**src/hw/rv_pkg.sv**
```systemverilog
// Shared types and encodings for the RV32I core, imported by every RTL unit and the testbench
package rv_pkg;

    typedef logic [31:0] word_t;
    typedef logic [4:0]  reg_idx_t;

    // Major opcodes, instr[6:0]
    typedef enum logic [6:0] {
        OP     = 7'b0110011,
        OP_IMM = 7'b0010011,
        LOAD   = 7'b0000011,
        STORE  = 7'b0100011,
        BRANCH = 7'b1100011,
        JAL    = 7'b1101111,
        JALR   = 7'b1100111,
        LUI    = 7'b0110111,
        AUIPC  = 7'b0010111
    } opcode_e;

    typedef enum logic [3:0] {
        ALU_ADD  = 4'd0,
        ALU_SUB  = 4'd1,
        ALU_SLL  = 4'd2,
        ALU_SLT  = 4'd3,
        ALU_SLTU = 4'd4,
        ALU_XOR  = 4'd5,
        ALU_SRL  = 4'd6,
        ALU_SRA  = 4'd7,
        ALU_OR   = 4'd8,
        ALU_AND  = 4'd9
    } alu_op_e;

    // Same codes as the branch funct3 field
    typedef enum logic [2:0] {
        CMP_EQ  = 3'b000,
        CMP_NE  = 3'b001,
        CMP_LT  = 3'b100,
        CMP_GE  = 3'b101,
        CMP_LTU = 3'b110,
        CMP_GEU = 3'b111
    } cmp_op_e;

    typedef enum logic [1:0] {
        WB_ALU  = 2'd0,
        WB_LOAD = 2'd1,
        WB_PC4  = 2'd2, // Link value for JAL and JALR
        WB_IMM  = 2'd3  // LUI
    } wb_sel_e;

    typedef enum logic [1:0] {
        PC_SEQ    = 2'd0,
        PC_JAL_BR = 2'd1,
        PC_JALR   = 2'd2
    } pc_sel_e;

    localparam word_t DEFAULT_RESET_PC = 32'h0000_0000;

endpackage
```
**src/hw/rv32_core.sv**
```systemverilog
// Single-cycle RV32I core top level with external instruction and data memory ports
`timescale 1ns/1ps

module rv32_core #(
    parameter rv_pkg::word_t RESET_PC = rv_pkg::DEFAULT_RESET_PC
) (
    input  logic          clk,
    input  logic          reset,
    output rv_pkg::word_t imem_addr,
    input  rv_pkg::word_t imem_data,
    output rv_pkg::word_t dmem_addr,
    output rv_pkg::word_t dmem_wdata,
    output logic          dmem_we,
    input  rv_pkg::word_t dmem_rdata
);
    import rv_pkg::*;

    alu_op_e  alu_op;
    cmp_op_e  cmp_op;
    wb_sel_e  wb_sel;
    pc_sel_e  pc_sel;
    logic     alu_src_imm;
    logic     alu_src_pc;
    logic     is_branch;
    logic     reg_we;
    logic     mem_we;
    reg_idx_t rs1;
    reg_idx_t rs2;
    reg_idx_t rd;
    word_t    imm;
    word_t    rs1_data;
    word_t    rs2_data;
    word_t    op_a;
    word_t    op_b;
    word_t    result;
    logic     branch_taken;
    word_t    pc;
    word_t    pc_plus4;
    word_t    wb_data;

    control_decoder control_decoder_inst (
        .instr       (imem_data),
        .alu_op      (alu_op),
        .cmp_op      (cmp_op),
        .alu_src_imm (alu_src_imm),
        .alu_src_pc  (alu_src_pc),
        .wb_sel      (wb_sel),
        .pc_sel      (pc_sel),
        .is_branch   (is_branch),
        .reg_we      (reg_we),
        .mem_we      (mem_we),
        .rs1         (rs1),
        .rs2         (rs2),
        .rd          (rd)
    );

    imm_gen imm_gen_inst (
        .instr (imem_data),
        .imm   (imm)
    );

    regfile regfile_inst (
        .clk      (clk),
        .reset    (reset),
        .we       (reg_we),
        .rs1      (rs1),
        .rs2      (rs2),
        .rd       (rd),
        .wdata    (wb_data),
        .rs1_data (rs1_data),
        .rs2_data (rs2_data)
    );

    assign op_a = alu_src_pc ? pc : rs1_data; // PC for AUIPC
    assign op_b = alu_src_imm ? imm : rs2_data;

    alu alu_inst (
        .a            (op_a),
        .b            (op_b),
        .alu_op       (alu_op),
        .cmp_op       (cmp_op),
        .result       (result),
        .branch_taken (branch_taken)
    );

    pc_unit #(
        .RESET_PC (RESET_PC)
    ) pc_unit_inst (
        .clk          (clk),
        .reset        (reset),
        .pc_sel       (pc_sel),
        .branch_taken (branch_taken),
        .is_branch    (is_branch),
        .imm          (imm),
        .jalr_target  (result),
        .pc           (pc),
        .pc_plus4     (pc_plus4)
    );

    always_comb begin
        case (wb_sel)
            WB_LOAD: wb_data = dmem_rdata;
            WB_PC4:  wb_data = pc_plus4;
            WB_IMM:  wb_data = imm;
            default: wb_data = result;
        endcase
    end

    assign imem_addr  = pc;
    assign dmem_addr  = result;
    assign dmem_wdata = rs2_data;
    assign dmem_we    = mem_we && !reset;

endmodule

```
**src/hw/alu.sv**
```systemverilog
// Arithmetic and logic unit plus branch comparator for rv32_core
`timescale 1ns/1ps

module alu (
    input  rv_pkg::word_t   a,
    input  rv_pkg::word_t   b,
    input  rv_pkg::alu_op_e alu_op,
    input  rv_pkg::cmp_op_e cmp_op,
    output rv_pkg::word_t   result,
    output logic            branch_taken
);
    import rv_pkg::*;

    logic [4:0] shamt;
    logic       lt_signed;
    logic       lt_unsigned;

    assign shamt       = b[4:0];
    assign lt_signed   = $signed(a) < $signed(b);
    assign lt_unsigned = a < b;

    always_comb begin
        case (alu_op)
            ALU_ADD:  result = a + b;
            ALU_SUB:  result = a - b;
            ALU_SLL:  result = a << shamt;
            ALU_SLT:  result = {31'b0, lt_signed};
            ALU_SLTU: result = {31'b0, lt_unsigned};
            ALU_XOR:  result = a ^ b;
            ALU_SRL:  result = a >> shamt;
            ALU_SRA:  result = $signed(a) >>> shamt;
            ALU_OR:   result = a | b;
            ALU_AND:  result = a & b;
            default:  result = '0;
        endcase
    end

    // Branch decision, independent of result
    always_comb begin
        case (cmp_op)
            CMP_EQ:  branch_taken = (a == b);
            CMP_NE:  branch_taken = (a != b);
            CMP_LT:  branch_taken = lt_signed;
            CMP_GE:  branch_taken = !lt_signed;
            CMP_LTU: branch_taken = lt_unsigned;
            CMP_GEU: branch_taken = !lt_unsigned;
            default: branch_taken = 1'b0;
        endcase
    end

endmodule

```
**src/hw/regfile.sv**
```systemverilog
// Integer register file with two combinational reads and one clocked write port
`timescale 1ns/1ps

module regfile (
    input  logic             clk,
    input  logic             reset,
    input  logic             we,
    input  rv_pkg::reg_idx_t rs1,
    input  rv_pkg::reg_idx_t rs2,
    input  rv_pkg::reg_idx_t rd,
    input  rv_pkg::word_t    wdata,
    output rv_pkg::word_t    rs1_data,
    output rv_pkg::word_t    rs2_data
);
    import rv_pkg::*;

    word_t regs [1:31]; // x0 has no storage

    assign rs1_data = (rs1 == '0) ? '0 : regs[rs1];
    assign rs2_data = (rs2 == '0) ? '0 : regs[rs2];

    always_ff @(posedge clk or posedge reset) begin
        if (reset) begin
            for (int i = 1; i < 32; i++) begin
                regs[i] <= '0;
            end
        end else if (we && rd != '0) begin
            regs[rd] <= wdata;
        end
    end

endmodule

```
**src/hw/imm_gen.sv**
```systemverilog
// Immediate generator for the I, S, B, U and J formats, used by rv32_core
`timescale 1ns/1ps

module imm_gen (
    input  rv_pkg::word_t instr,
    output rv_pkg::word_t imm
);
    import rv_pkg::*;

    word_t imm_i;
    word_t imm_s;
    word_t imm_b;
    word_t imm_u;
    word_t imm_j;

    assign imm_i = {{20{instr[31]}}, instr[31:20]};
    assign imm_s = {{20{instr[31]}}, instr[31:25], instr[11:7]};
    assign imm_b = {{19{instr[31]}}, instr[31], instr[7], instr[30:25], instr[11:8], 1'b0};
    assign imm_u = {instr[31:12], 12'b0};
    assign imm_j = {{11{instr[31]}}, instr[31], instr[19:12], instr[20], instr[30:21], 1'b0};

    always_comb begin
        case (opcode_e'(instr[6:0]))
            OP_IMM, LOAD, JALR: imm = imm_i;
            STORE:              imm = imm_s;
            BRANCH:             imm = imm_b;
            LUI, AUIPC:         imm = imm_u;
            JAL:                imm = imm_j;
            default:            imm = '0; // R-type and unknown
        endcase
    end

endmodule

```
**src/hw/control_decoder.sv**
```systemverilog
// Combinational instruction decoder producing datapath controls for rv32_core
`timescale 1ns/1ps

module control_decoder (
    input  rv_pkg::word_t    instr,
    output rv_pkg::alu_op_e  alu_op,
    output rv_pkg::cmp_op_e  cmp_op,
    output logic             alu_src_imm,
    output logic             alu_src_pc,
    output rv_pkg::wb_sel_e  wb_sel,
    output rv_pkg::pc_sel_e  pc_sel,
    output logic             is_branch,
    output logic             reg_we,
    output logic             mem_we,
    output rv_pkg::reg_idx_t rs1,
    output rv_pkg::reg_idx_t rs2,
    output rv_pkg::reg_idx_t rd
);
    import rv_pkg::*;

    opcode_e    opcode;
    logic [2:0] funct3;
    logic       funct7_b5;
    logic       word_access;

    // ALU operation shared by OP and OP_IMM
    function automatic alu_op_e alu_from_funct(input logic [2:0] f3, input logic alt);
        alu_op_e op;
        case (f3)
            3'b000:  op = alt ? ALU_SUB : ALU_ADD;
            3'b001:  op = ALU_SLL;
            3'b010:  op = ALU_SLT;
            3'b011:  op = ALU_SLTU;
            3'b100:  op = ALU_XOR;
            3'b101:  op = alt ? ALU_SRA : ALU_SRL;
            3'b110:  op = ALU_OR;
            default: op = ALU_AND;
        endcase
        return op;
    endfunction

    assign opcode      = opcode_e'(instr[6:0]);
    assign funct3      = instr[14:12];
    assign funct7_b5   = instr[30];
    assign word_access = (funct3 == 3'b010); // Only LW and SW are kept

    assign rs1 = instr[19:15];
    assign rs2 = instr[24:20];
    assign rd  = instr[11:7];

    always_comb begin
        alu_op      = ALU_ADD;
        cmp_op      = CMP_EQ;
        alu_src_imm = 1'b0;
        alu_src_pc  = 1'b0;
        wb_sel      = WB_ALU;
        pc_sel      = PC_SEQ;
        is_branch   = 1'b0;
        reg_we      = 1'b0;
        mem_we      = 1'b0;

        case (opcode)
            OP: begin
                alu_op = alu_from_funct(funct3, funct7_b5);
                reg_we = 1'b1;
            end
            OP_IMM: begin
                // Only SRAI uses funct7 bit 5, ADDI has no subtract form
                alu_op      = alu_from_funct(funct3, funct7_b5 && funct3 == 3'b101);
                alu_src_imm = 1'b1;
                reg_we      = 1'b1;
            end
            LOAD: begin
                alu_src_imm = 1'b1;
                wb_sel      = WB_LOAD;
                reg_we      = word_access;
            end
            STORE: begin
                alu_src_imm = 1'b1;
                mem_we      = word_access;
            end
            BRANCH: begin
                cmp_op    = cmp_op_e'(funct3); // 010 and 011 never taken in the alu
                is_branch = 1'b1;
                pc_sel    = PC_JAL_BR;
            end
            JAL: begin
                wb_sel = WB_PC4;
                pc_sel = PC_JAL_BR;
                reg_we = 1'b1;
            end
            JALR: begin
                alu_src_imm = 1'b1; // rs1 + imm
                wb_sel      = WB_PC4;
                pc_sel      = PC_JALR;
                reg_we      = 1'b1;
            end
            LUI: begin
                wb_sel = WB_IMM;
                reg_we = 1'b1;
            end
            AUIPC: begin
                alu_src_pc  = 1'b1;
                alu_src_imm = 1'b1;
                reg_we      = 1'b1;
            end
            default: ; // Unknown opcode runs as a no-op
        endcase
    end

endmodule

```
**src/hw/pc_unit.sv**
```systemverilog
// Program counter with next-PC selection, instantiated once inside rv32_core
`timescale 1ns/1ps

module pc_unit #(
    parameter rv_pkg::word_t RESET_PC = rv_pkg::DEFAULT_RESET_PC
) (
    input  logic            clk,
    input  logic            reset,
    input  rv_pkg::pc_sel_e pc_sel,
    input  logic            branch_taken,
    input  logic            is_branch,
    input  rv_pkg::word_t   imm,
    input  rv_pkg::word_t   jalr_target,
    output rv_pkg::word_t   pc,
    output rv_pkg::word_t   pc_plus4
);
    import rv_pkg::*;

    word_t pc_target;
    word_t pc_next;

    assign pc_plus4  = pc + 32'd4;
    assign pc_target = pc + imm; // JAL and branch target

    always_comb begin
        case (pc_sel)
            PC_JAL_BR: begin
                // Untaken branch falls through
                if (is_branch && !branch_taken) begin
                    pc_next = pc_plus4;
                end else begin
                    pc_next = pc_target;
                end
            end
            PC_JALR: pc_next = {jalr_target[31:1], 1'b0};
            default: pc_next = pc_plus4;
        endcase
    end

    always_ff @(posedge clk or posedge reset) begin
        if (reset) begin
            pc <= RESET_PC;
        end else begin
            pc <= pc_next;
        end
    end

    pc_word_aligned: assert property (@(posedge clk) disable iff (reset) pc[1:0] == 2'b00)
        else $error("pc not word aligned: %h", pc);

endmodule

```
**config.mk**
```make
export PLATFORM = sky130hd
export DESIGN_NAME = rv32_core
export DESIGN_NICKNAME = d
export VERILOG_FILES = /design/src/hw/rv_pkg.sv /design/src/hw/rv32_core.sv /design/src/hw/alu.sv /design/src/hw/regfile.sv /design/src/hw/imm_gen.sv /design/src/hw/control_decoder.sv /design/src/hw/pc_unit.sv
export SDC_FILE = /design/constraint.sdc
export NUM_CORES = 2
export LEC_CHECK = 0
export BUFFER_PORTS_ARGS = -buffer_cell sky130_fd_sc_hd__buf_4
export CAP_MARGIN = 20
export CELL_PAD_IN_SITES_DETAIL_PLACEMENT = 1
export CELL_PAD_IN_SITES_GLOBAL_PLACEMENT = 2
export CORE_MARGIN = 3
export CORE_UTILIZATION = 24
export DETAILED_ROUTE_END_ITERATION = 12
export MAX_ROUTING_LAYER = met4
export PLACE_DENSITY = 0.58
export RECOVER_POWER = 50
export SYNTH_ARGS = -nofsm -noshare
export SYNTH_HDL_FRONTEND = slang
export SYNTH_SLANG_ARGS = --single-unit
```
**constraint.sdc**
```tcl
create_clock -name clk -period 45.9 [get_ports clk]
set_input_delay 2.295 -clock clk [delete_from_list [all_inputs] [get_ports clk]]
set_output_delay 2.295 -clock clk [all_outputs]
set_load 0.03 [all_outputs]
```
==> out/summary.md <==
The run finished, with violations left. The proportion of layout cells with a drive suffix above 1 was 18.7%. TritonCTS built the clock tree. The number of hold violations in the final report came out at 0. Across the run, the number of max-cap violations was 22.

Routability-driven placement finished with a final weighted congestion of 0.997. The region available for standard cell placement spans 277000 um2. For this configuration, the core starts out at a cell density of 24.2%.

The logs give 59534 for the number of global-route vias before repair and 43600 ps for the data required time at the worst endpoint. The startpoint of the worst register-to-register path is regfile_inst.regs[931]. The tools report the synthesized netlist cell count as 6803. For the worst-skew pair, the clock arrives at the later sink with an insertion delay of 790 ps.

The checks that failed: capacitance limit, slew limit. The wire-length estimate of the detail-placed layout is 231000 um. Among all cell types in the netlist, the one instantiated most often is sky130_fd_sc_hd__nand2_1. The tools report the number of nets at the end of the flow as 6860. sky130_fd_sc_hd__dfrtp_1 takes more of the synthesized area than any other cell. After synthesis, the most frequently instantiated cells are sky130_fd_sc_hd__nand2_1, sky130_fd_sc_hd__dfrtp_1, sky130_fd_sc_hd__o21ai_0, sky130_fd_sc_hd__mux4_2, sky130_fd_sc_hd__clkbuf_1. Hold buffer count at cts: 0. The clock passes through at most 3 buffers.

Once layout is complete, the utilization of the core stands at 27.4%. Type of the worst min-delay path: reg2reg. In this run, synthesis inferred 0 flip-flops with an integrated enable. After global routing the overflow that remains totals 0. Along the worst path, the maximum fanout reaches 93. STA puts the critical path data arrival time at 19960 ps. The commonest register cell after synthesis was sky130_fd_sc_hd__dfrtp_1. Of the post-synthesis cell area, the dominant cell type holds 38.3%. TritonCTS created 119 clock buffers.

In the final timing run, aggregate negative setup slack is 0 ps. The synthesized design contains 1024 register bits. For the pin with the worst max-slew slack, the measured transition is 7770 ps.

The final layout contains routed wiring with a total length of 338000 um. After detailed placement, the total cell area comes to 71900 um2. The average instance area after synthesis works out to 9.84 um2. Once the clock tree was built, the resizer swapped 0 gates to a different size.

The width of the die works out to 534 um. STA classifies the critical path startpoint as an input port. The tools report the worst-case setup slack after placement as 32980 ps. In this run the most critical hold path is launched from regfile_inst.regs[410]. Global routing used 24.0% of the available tracks across all layers. Category of the critical setup timing path: in2out. For this run, the number of standard cells in the final layout without fillers is 10464. In this run the post-CTS setup repair buffer count came out at 0. For the wire length of the first global-routing pass, the log shows 481000 um. Power spread over the standard cell area amounts to 32.6 nW/um2. The die footprint was 285000 um2; the post-route worst setup slack was 23640 ps. The tightest hold path in the finished design has a slack of 495 ps. The pre-antenna-repair detailed-routing pass consisted of 5 iterations.

The number of cells after detailed placement is 10228, and the unique cell type count in the Yosys netlist is 117. The area growth from synthesis to final layout works out to 13.5%. The number of H-tree levels was 3. The row count is 193, and the total clock sinks is 1024.

The worst-case clock skew was 54.8 ps. In this run the vertical extent of the chip is 534 um. The number of nets in the synthesized netlist is 7010.

Subtracting the final worst setup slack from the clock period gives 22260 ps. Setup violations remaining at the end of the flow were counted as 0. The fraction of the yosys area taken by sequential cells was 38.3%; the number of warning messages in the yosys log was 0. The per-cell via count in the routed design is 5.54, and the total power draw is 2.47 mW.

The count of buffers from port buffering came out at 162. For the number of I/O pins, the log shows 163. For this block, the initial DRC count from the detailed router was 4975.

The most critical setup path has its startpoint at imem_data[20]. The run gives 20 as the initial antenna violation count. In this run the remaining antenna-violating nets after routing total 0.

Area of the mapped netlist: 66900 um2. Entering global routing, the biggest net connects 101 pins. The total count of max-transition violations in the final report was 1303. The proportion of synthesized flip-flops having asynchronous set or reset came out at 100%. The run gives 28.3 uV as the worst voltage drop across the vdd grid. Clock-pin slew was measured on the worst setup and hold paths at 60 ps. The worst path uses 48.5% of the clock period. Setup repair after global routing left no endpoint under its margin.

The cell sitting at the root of the clock tree is a sky130_fd_sc_hd__clkbuf_16. Yosys attributes the largest share of cell area to sky130_fd_sc_hd__dfrtp_1, sky130_fd_sc_hd__mux4_2, sky130_fd_sc_hd__nand2_1. Once layout is done, the placed cells without fillers occupy 75900 um2.

The detailed router placed 57960 vias in this run. Based on the critical path, the design can be clocked at up to 44.9 MHz. Counting the fill cells in the layout gives 31444. The nature of the critical path endpoint was an output pin. In the routed design, unresolved DRC markers number 0. In this run the tightest slew margin relative to its limit is -418%. The average wire per standard cell came out at 32.3 um. In this run the static leakage power is 31.6 nW.
-- routing by layer --
| metal | GRT usage (%) | up-vias | part of all wire (%) |
|---|---|---|---|
| met1 | 31.4 | 30719 | 44 |
| met5 | - | - | 0 |
| li1 | - | 24771 | - |
| met2 | 37.8 | 1932 | 46 |
| met4 | 8.77 | 0 | 4.3 |
| met3 | 3.34 | 538 | 5.7 |
-- area by class of cell --
class	count	area, um2	share of cell area [%]
Multi-Input combinational cell	4995	38400	50.5
Clock buffer	178	3600	4.75
Antenna cell	17	42.5	0.0560
Inverter	165	627	0.826
Sequential cell	1024	25600	33.7
Tap cell	3705	4640	6.10
Timing Repair Buffer	348	2480	3.27
Clock inverter	32	538	0.709
-- power by group --
group	internal [mW]	switching (mW)	leakage [nW]	total (mW)
Sequential	0.931	0.0436	14.2	0.975
Combinational	0.141	0.328	15.3	0.469
Clock	0.605	0.424	2.03	1.03
-- sequential cells by signal, summed over array words and instances (netlist names) --
signal / count
pc_unit_inst.pc: 32
regfile_inst.regs: 992
-- kinds of logic (layout without fill, tap and decap cells) --
| logic type | count (synthesis) | after routing | share of synthesized area [%] |
|---|---|---|---|
| compound gates | 2105 | 2105 | 19.6 |
| simple gates | 1957 | 1957 | 12.5 |
| flops | 1024 | 1024 | 38.3 |
| buf+inv | 784 | 723 | 5.21 |
| mux | 725 | 725 | 20.9 |
| fa+ha+maj | 141 | 141 | 2.67 |
| xor+xnor | 67 | 67 | 0.877 |
| other cells | 0 | 17 | 0 |
-- placed cells by master (no fill, tap or decap), types with 18 or more instances in the layout --
| cell type | count |
|---|---|
| sky130_fd_sc_hd__mux2i_1 | 145 |
| sky130_fd_sc_hd__or3_1 | 24 |
| sky130_fd_sc_hd__a22o_1 | 18 |
| sky130_fd_sc_hd__a211oi_1 | 51 |
| sky130_fd_sc_hd__a21oi_1 | 245 |
| sky130_fd_sc_hd__buf_4 | 272 |
| sky130_fd_sc_hd__nand2b_1 | 26 |
| sky130_fd_sc_hd__a21o_1 | 74 |
| sky130_fd_sc_hd__nand2_1 | 1256 |
| sky130_fd_sc_hd__a21boi_0 | 19 |
| sky130_fd_sc_hd__nor2b_1 | 34 |
| sky130_fd_sc_hd__mux2_2 | 42 |
| sky130_fd_sc_hd__o31ai_1 | 25 |
| sky130_fd_sc_hd__o21ai_2 | 69 |
| sky130_fd_sc_hd__o21ai_0 | 884 |
| sky130_fd_sc_hd__nand3_1 | 94 |
| sky130_fd_sc_hd__a31oi_1 | 28 |
| sky130_fd_sc_hd__clkbuf_16 | 122 |
| sky130_fd_sc_hd__clkbuf_8 | 35 |
| sky130_fd_sc_hd__inv_1 | 148 |
| sky130_fd_sc_hd__xor2_1 | 33 |
| sky130_fd_sc_hd__nand2_4 | 33 |
| sky130_fd_sc_hd__and2_1 | 39 |
| sky130_fd_sc_hd__o221ai_1 | 22 |
| sky130_fd_sc_hd__o21ai_1 | 225 |
| sky130_fd_sc_hd__a22oi_1 | 59 |
| sky130_fd_sc_hd__a221o_1 | 30 |
| sky130_fd_sc_hd__nor2_1 | 218 |
| sky130_fd_sc_hd__a221oi_1 | 39 |
| sky130_fd_sc_hd__xnor2_1 | 34 |
| sky130_fd_sc_hd__and3_1 | 31 |
| sky130_fd_sc_hd__mux4_2 | 521 |
| sky130_fd_sc_hd__o211ai_1 | 45 |
| sky130_fd_sc_hd__ha_1 | 138 |
| sky130_fd_sc_hd__dfrtp_1 | 1024 |
| sky130_fd_sc_hd__nor3_1 | 86 |
| sky130_fd_sc_hd__o21a_1 | 31 |
| sky130_fd_sc_hd__clkbuf_1 | 83 |
| sky130_fd_sc_hd__o22ai_1 | 20 |
-- final timing paths --
path	endpoint	slack (ps)	depth (start not counted)
setup / recovery	dmem_addr[31]	23640	20
hold / removal	regfile_inst.regs[410]	500	2
setup reg to reg	regfile_inst.regs[686]	38100	18
hold reg to reg	regfile_inst.regs[410]	500	2
max in group asynchronous	regfile_inst.regs[61]	25550	8
min in group asynchronous	regfile_inst.regs[612]	3110	2
-- worst max-delay path: stages --
cell and delay, ps:
sky130_fd_sc_hd__clkbuf_1 4510, sky130_fd_sc_hd__clkbuf_1 5730, sky130_fd_sc_hd__buf_4 870, sky130_fd_sc_hd__buf_16 350
sky130_fd_sc_hd__mux4_2 550, sky130_fd_sc_hd__mux4_2 510, sky130_fd_sc_hd__mux2i_1 420, sky130_fd_sc_hd__o21ai_0 210
sky130_fd_sc_hd__ha_1 450, sky130_fd_sc_hd__inv_1 170, sky130_fd_sc_hd__nand4_1 320, sky130_fd_sc_hd__or3_1 420
sky130_fd_sc_hd__a211oi_1 770, sky130_fd_sc_hd__o21ai_0 370, sky130_fd_sc_hd__and2_1 270, sky130_fd_sc_hd__o21ai_0 290
sky130_fd_sc_hd__a311oi_1 150, sky130_fd_sc_hd__o21ai_1 370, sky130_fd_sc_hd__nand2b_1 230, sky130_fd_sc_hd__buf_4 190
(Power assumes the default switching activity.)
